## config.mk

```make
export PLATFORM = sky130hd
export DESIGN_NAME = dcache
export DESIGN_NICKNAME = d
export VERILOG_FILES = /design/src/common/dcache_pkg.sv /design/src/cache/line_store.sv /design/src/cache/dcache.sv
export SDC_FILE = /design/constraint.sdc
export NUM_CORES = 2
export LEC_CHECK = 0
export BUFFER_PORTS_ARGS = -buffer_cell sky130_fd_sc_hd__buf_2
export CAP_MARGIN = 15
export CORE_ASPECT_RATIO = 0.75
export CORE_UTILIZATION = 30
export DETAILED_ROUTE_END_ITERATION = 10
export GPL_TIMING_DRIVEN = 0
export PLACE_DENSITY_LB_ADDON = 0.08
export SLEW_MARGIN = 20
export SYNTH_ARGS = -nofsm -noshare
export SYNTH_HDL_FRONTEND = slang
export SYNTH_SLANG_ARGS = --single-unit
```

## constraint.sdc

```tcl
create_clock -name CLK -period 10.7 [get_ports CLK]
set_input_delay 1.605 -clock CLK [delete_from_list [all_inputs] [get_ports CLK]]
set_output_delay 1.605 -clock CLK [all_outputs]
set_load 0.01 [all_outputs]
```

## src/common/dcache_pkg.sv

```systemverilog
package dcache_pkg;

	// byte address layout: tag | index | word offset | byte in word
	localparam int ADDR_W = 12;
	localparam int WORD_W = 32;

	// direct mapped, 8 lines of 4 words
	localparam int LINES = 8;
	localparam int WORDS_PER_LINE = 4;

	localparam int TAG_W = 5;
	localparam int IDX_W = 3;
	localparam int BO_W = 2;

	localparam int BO_LSB = 2;
	localparam int IDX_LSB = BO_LSB + BO_W;
	localparam int TAG_LSB = IDX_LSB + IDX_W;

	// backing memory
	localparam int MEM_WORDS = 1024;
	localparam int MEM_IDX_W = $clog2(MEM_WORDS);
	localparam int MEM_WAIT = 2;
	localparam int WAIT_W = $clog2(MEM_WAIT + 1);

	typedef logic [ADDR_W-1:0] addr_t;
	typedef logic [WORD_W-1:0] word_t;

	typedef logic [TAG_W-1:0] tag_t;
	typedef logic [IDX_W-1:0] idx_t;
	typedef logic [BO_W-1:0] bo_t;
	typedef logic [WAIT_W-1:0] wait_cnt_t;

	typedef struct packed {
		logic valid;
		tag_t tag;
	} tag_entry_t;

	// word 0 sits in the low bits
	typedef word_t [WORDS_PER_LINE-1:0] line_data_t;

	// wishbone classic, master to slave
	typedef struct packed {
		logic cyc;
		logic stb;
		logic we;
		addr_t adr;
		word_t dat;
	} wb_req_t;

	// slave to master
	typedef struct packed {
		logic ack;
		word_t dat;
	} wb_rsp_t;

endpackage

```

## src/cache/line_store.sv

```systemverilog
`timescale 1ns/1ps

module line_store #(
	parameter type entry_t = logic
) (
	input logic CLK,
	input logic arst_n,

	input logic wen,
	input dcache_pkg::idx_t widx,
	input entry_t wdata,

	input dcache_pkg::idx_t ridx,
	output entry_t rdata
);

	entry_t entries [dcache_pkg::LINES];

	// one entry per cache line, all cleared so every tag starts invalid
	always_ff @(posedge CLK or negedge arst_n) begin
		if (!arst_n) begin
			for (int i = 0; i < dcache_pkg::LINES; i++) begin
				entries[i] <= '0;
			end
		end else if (wen) begin
			entries[widx] <= wdata;
		end
	end

	// async read port
	assign rdata = entries[ridx];

endmodule

```

## src/cache/dcache.sv

```systemverilog
`timescale 1ns/1ps

module dcache (
	input logic CLK,
	input logic arst_n,

	input dcache_pkg::wb_req_t cpu_req,
	output dcache_pkg::wb_rsp_t cpu_rsp,

	output dcache_pkg::wb_req_t mem_req,
	input dcache_pkg::wb_rsp_t mem_rsp
);

	typedef enum logic [2:0] {
		S_IDLE,
		S_HIT_REPLY,
		S_REFILL,
		S_REFILL_REPLY,
		S_WRITE_THRU,
		S_WRITE_REPLY
	} state_t;

	state_t state;

	dcache_pkg::tag_t req_tag;
	dcache_pkg::idx_t req_idx;
	dcache_pkg::bo_t req_bo;
	logic req_valid;
	logic hit;

	dcache_pkg::tag_entry_t tag_rd;
	dcache_pkg::tag_entry_t tag_wdata;
	logic tag_wen;

	dcache_pkg::line_data_t data_rd;
	dcache_pkg::line_data_t data_wdata;
	dcache_pkg::line_data_t merged_line;
	dcache_pkg::line_data_t refill_line;
	logic data_wen;

	dcache_pkg::bo_t fill_cnt;
	dcache_pkg::line_data_t fill_line;
	logic refill_last;
	logic write_hit_upd;

	assign req_tag = cpu_req.adr[dcache_pkg::TAG_LSB +: dcache_pkg::TAG_W];
	assign req_idx = cpu_req.adr[dcache_pkg::IDX_LSB +: dcache_pkg::IDX_W];
	assign req_bo = cpu_req.adr[dcache_pkg::BO_LSB +: dcache_pkg::BO_W];
	assign req_valid = cpu_req.cyc && cpu_req.stb;

	assign hit = tag_rd.valid && (tag_rd.tag == req_tag);

	line_store #(
		.entry_t(dcache_pkg::tag_entry_t)
	) i_tag_store (
		.CLK(CLK),
		.arst_n(arst_n),
		.wen(tag_wen),
		.widx(req_idx),
		.wdata(tag_wdata),
		.ridx(req_idx),
		.rdata(tag_rd)
	);

	line_store #(
		.entry_t(dcache_pkg::line_data_t)
	) i_data_store (
		.CLK(CLK),
		.arst_n(arst_n),
		.wen(data_wen),
		.widx(req_idx),
		.wdata(data_wdata),
		.ridx(req_idx),
		.rdata(data_rd)
	);

	// write hit replaces one word of the cached line
	always_comb begin
		merged_line = data_rd;
		merged_line[req_bo] = cpu_req.dat;
	end

	// last refill word goes straight in, the rest come from fill_line
	always_comb begin
		refill_line = fill_line;
		refill_line[fill_cnt] = mem_rsp.dat;
	end

	assign refill_last = (state == S_REFILL) && mem_rsp.ack &&
		(fill_cnt == dcache_pkg::bo_t'(dcache_pkg::WORDS_PER_LINE - 1));
	assign write_hit_upd = (state == S_IDLE) && req_valid && cpu_req.we && hit;

	assign data_wen = refill_last || write_hit_upd;
	assign data_wdata = refill_last ? refill_line : merged_line;

	// tag goes valid together with the whole line
	assign tag_wen = refill_last;
	always_comb begin
		tag_wdata.valid = 1'b1;
		tag_wdata.tag = req_tag;
	end

	always_ff @(posedge CLK or negedge arst_n) begin
		if (!arst_n) begin
			state <= S_IDLE;
			fill_cnt <= '0;
		end else begin
			case (state)
				S_IDLE: begin
					if (req_valid) begin
						if (cpu_req.we) begin
							state <= S_WRITE_THRU;
						end else if (hit) begin
							state <= S_HIT_REPLY;
						end else begin
							state <= S_REFILL;
							fill_cnt <= '0;
						end
					end
				end
				S_REFILL: begin
					if (mem_rsp.ack) begin
						if (refill_last) begin
							state <= S_REFILL_REPLY;
						end else begin
							fill_cnt <= fill_cnt + 1'b1;
						end
					end
				end
				S_WRITE_THRU: begin
					if (mem_rsp.ack) begin
						state <= S_WRITE_REPLY;
					end
				end
				// ack is up for this one cycle, then back to idle
				S_HIT_REPLY, S_REFILL_REPLY, S_WRITE_REPLY: begin
					state <= S_IDLE;
				end
				default: begin
					state <= S_IDLE;
				end
			endcase
		end
	end

	// line assembly buffer
	always_ff @(posedge CLK) begin
		if (state == S_REFILL && mem_rsp.ack) begin
			fill_line[fill_cnt] <= mem_rsp.dat;
		end
	end

	// reply word always comes from the data store
	always_comb begin
		cpu_rsp.ack = (state == S_HIT_REPLY) || (state == S_REFILL_REPLY) ||
			(state == S_WRITE_REPLY);
		cpu_rsp.dat = data_rd[req_bo];
	end

	// cpu request is held steady, so this stays stable until mem ack
	always_comb begin
		mem_req.cyc = 1'b0;
		mem_req.stb = 1'b0;
		mem_req.we = 1'b0;
		mem_req.adr = '0;
		mem_req.dat = '0;
		case (state)
			S_REFILL: begin
				mem_req.cyc = 1'b1;
				mem_req.stb = 1'b1;
				mem_req.adr = {req_tag, req_idx, fill_cnt, 2'b00};
			end
			S_WRITE_THRU: begin
				mem_req.cyc = 1'b1;
				mem_req.stb = 1'b1;
				mem_req.we = 1'b1;
				mem_req.adr = cpu_req.adr;
				mem_req.dat = cpu_req.dat;
			end
			default: begin
				mem_req.cyc = 1'b0;
			end
		endcase
	end

endmodule

```

==> results.toml <==
[global_route]
grt_pass1_vias = 39030
overflow = 0
grt_usage_pct = 28.50
grt_antenna_before_repair = 44
grt_pass1_wl_mm = 375.5
grt_max_degree = 127

[layout]
area_delta_synth_final_pct = 16.86
fillers = 18600
fin_nets = 4566
stdcell_area_sq_um = 68270
fin_util_pct = 35.49
final_cells = 7145
drive_gt1_share_pct = 40.18
seqCellArea_sq_um = 30280
multi_input_area_sq_um = 26200

[floorplanning]
die_w_um = 511.5
core_sq_um = 192400
num_rows = 139
ioPinCount = 162
initial_core_util_pct = 30.37
die_y_um = 384.2
die_area_sq_um = 196500

[outcome]
status = "finished clean"

[cts]
cts_resized = 0
htreeDepth = 4
cts_root_buf = "clkbuf_16"
cts_tree = "done"
cts_inserted_buffers = 137
cts_setup_buffers = 0
path_clk_slew_ns = 0.06
clock-sinks = 1188
postCtsHoldBufs = 0
clk_latency_ns = 0.80
clockBufferDepth = 3

[worst_setup_path]
slowest_delay_ns = 0.80
path_max_fanout = 14
cp_top_family = "buffers and inverters"
path_buf_inv = 9
crit_top_cell = "buf_2"
worstPathArrival_ns = 6.27
cp_cell_sequence = "buf_2 > buf_4 > buf_2 > buf_2 > buf_2 > buf_2 > clkbuf_2 > buf_12 > nand2_1 > nand2_1 > mux4_2 > buf_2"
worstPathRequired_ns = 9.10
critPathSlowestCell = "buf_2"
critical_path.endpoint_type = "output pin"
path_class = "in2out"
startpoint_type = "primary input"

[synth]
synth-edff-count = 111
yosysTopAreaCell = "dfrtp_1"
netlist_instances = 4139
syn-num-nets = 4225
ys.flop_type = "dfrtp_1"
mappedNetlistArea_sq_um = 58420
synth.most_common_cell = "dfrtp_1"
synth_seq_cells = 1188
synthArstFlopShare_pct = 90.66
netlist-cell-type-count = 66
ys_warn_count = 0
synthTopCellsByArea = "dfrtp_1 (46%), mux2_2 (14%), mux2_4 (7.7%)"
synth_top_area_share_pct = 46.13
synth-seq-area-share_pct = 51.84
syn_area_per_cell_sq_um = 14.11
synth.top_cells.by_count = "dfrtp_1 (1077), mux2_2 (724), mux2_4 (300), mux2_1 (216), mux2i_1 (211)"

[sta]
finalHoldViolations = 0
min_period_ns = 7.878
relSlewSlack_pct = 13.94
setup_viol = 0
tightestPinTransition_ns = 1.291
fin_crit_sh_pct = 73.63
tns_ns = 0
fin_ws_ns = 2.822
finClkSkew_ns = 0.04000
drv_slew = 0
fmax_mhz = 126.9
rsz0062_at_grt = "no"

[drt]
drc_errors = 0
wire_per_inst_um = 39.46
ant_nets = 0
dr.pass1.iters = 5
viasPerCell = 5.582
vias = 39890
drt-initial-drc-count = 4369
wl_mm = 281.9

[place]
gp_congestion = 0.9174
dp_slack_ns = 2.906
hpwlAfterDp_mm = 200.1
dp_cells = 6879
dpl-instance-area_sq_um = 63560
portBuffers = 161

[power_and_ir_drop]
leakagePower_nw = 32.09
powerDensity_nw_per_um2 = 216.5
vdd_ir_drop_max_v = 0.0001719

[flow_run]
max-cap-violations = 0

[hold_path]
hold_class = "reg2reg"
-- worst paths after layout --
check / from / endpoint / slack (ns) / cells past startpoint
min in group asynchronous: arst_n / i_tag_store.entries[38] / 0.67 / 1
setup / recovery: cpu_req[37] / cpu_rsp[16] / 2.82 / 12
setup reg to reg: fill_cnt[0] / i_data_store.entries[584] / 5.42 / 9
hold / removal: i_tag_store.entries[35] / i_tag_store.entries[35] / 0.47 / 1
hold reg to reg: i_tag_store.entries[35] / i_tag_store.entries[35] / 0.47 / 1
max in group asynchronous: arst_n / i_data_store.entries[724] / 7.74 / 4
-- stage by stage --
step           power (mW)  hold slack (ns)
2_1_floorplan       8.249           0.4350
3_3_place_gp        9.730           0.4500
3_5_place_dp        9.818           0.4571
4_1_cts             14.77           0.4720
5_1_grt             15.30           0.4835
6_report            14.78           0.4690
-- power by group --
group	internal, mW	switching, mW	total [mW]	leakage, nW
combinational	1.55	2.17	3.72	13.9
clock	2.86	2.09	4.95	2.28
sequential	5.63	0.479	6.11	15.9
-- kinds of logic after synthesis --
group / count (synthesis) / synth area share [%]
AND/OR/NAND/NOR: 533 / 4.198
flip-flops: 1188 / 51.84
multiplexers: 1563 / 33.76
buffers and inverters: 342 / 3.596
adder cells (fa/ha/maj): 4 / 0.08567
AO/OA/AOI/OAI: 509 / 6.517
-- metal layers --
metal / track usage [%] / up-vias / wire, um
met2: 40.88 / 1560 / 118000
met4: 10.55 / 6 / 11230
met3: 6.375 / 376 / 21910
met5: 0 / - / 36
met1: 41.51 / 21760 / 130700
li1: - / 16180 / -
-- cell type report --
cell class / instances / share of cell area, %
Antenna cell: 15 / 0.05498
Clock buffer: 218 / 6.359
Clock inverter: 33 / 0.4160
Tap cell: 2538 / 4.651
Multi-Input combinational cell: 2609 / 38.37
Buffer: 331 / 3.128
Inverter: 11 / 0.06048
Timing Repair Buffer: 202 / 2.599
Sequential cell: 1188 / 44.36
-- cell usage in the layout, fill, tap and decap left out, types with 24 or more instances in the layout --
master	netlist	layout
a21oi_1	101	87
a221oi_1	94	94
a22oi_1	85	85
and2_1	42	42
buf_12	33	45
buf_16	0	25
buf_2	107	284
clkbuf_1	126	119
clkbuf_16	0	152
clkbuf_2	0	44
clkbuf_8	0	29
dfrtp_1	1077	1077
edfxtp_1	111	111
mux2_1	216	216
mux2_2	724	724
mux2_4	300	300
mux2i_1	211	211
mux4_2	112	112
nand2_1	191	191
nor2_1	170	166
o221ai_1	42	41
o22a_1	24	24
o22ai_1	33	33
or2_2	25	25
-- state kept, by name, summed over array words and instances (netlist names) --
register / cells
fill_cnt: 2
fill_line: 111
state: 3
i_tag_store.entries: 48
i_data_store.entries: 1024
(Power assumes the default switching activity.)
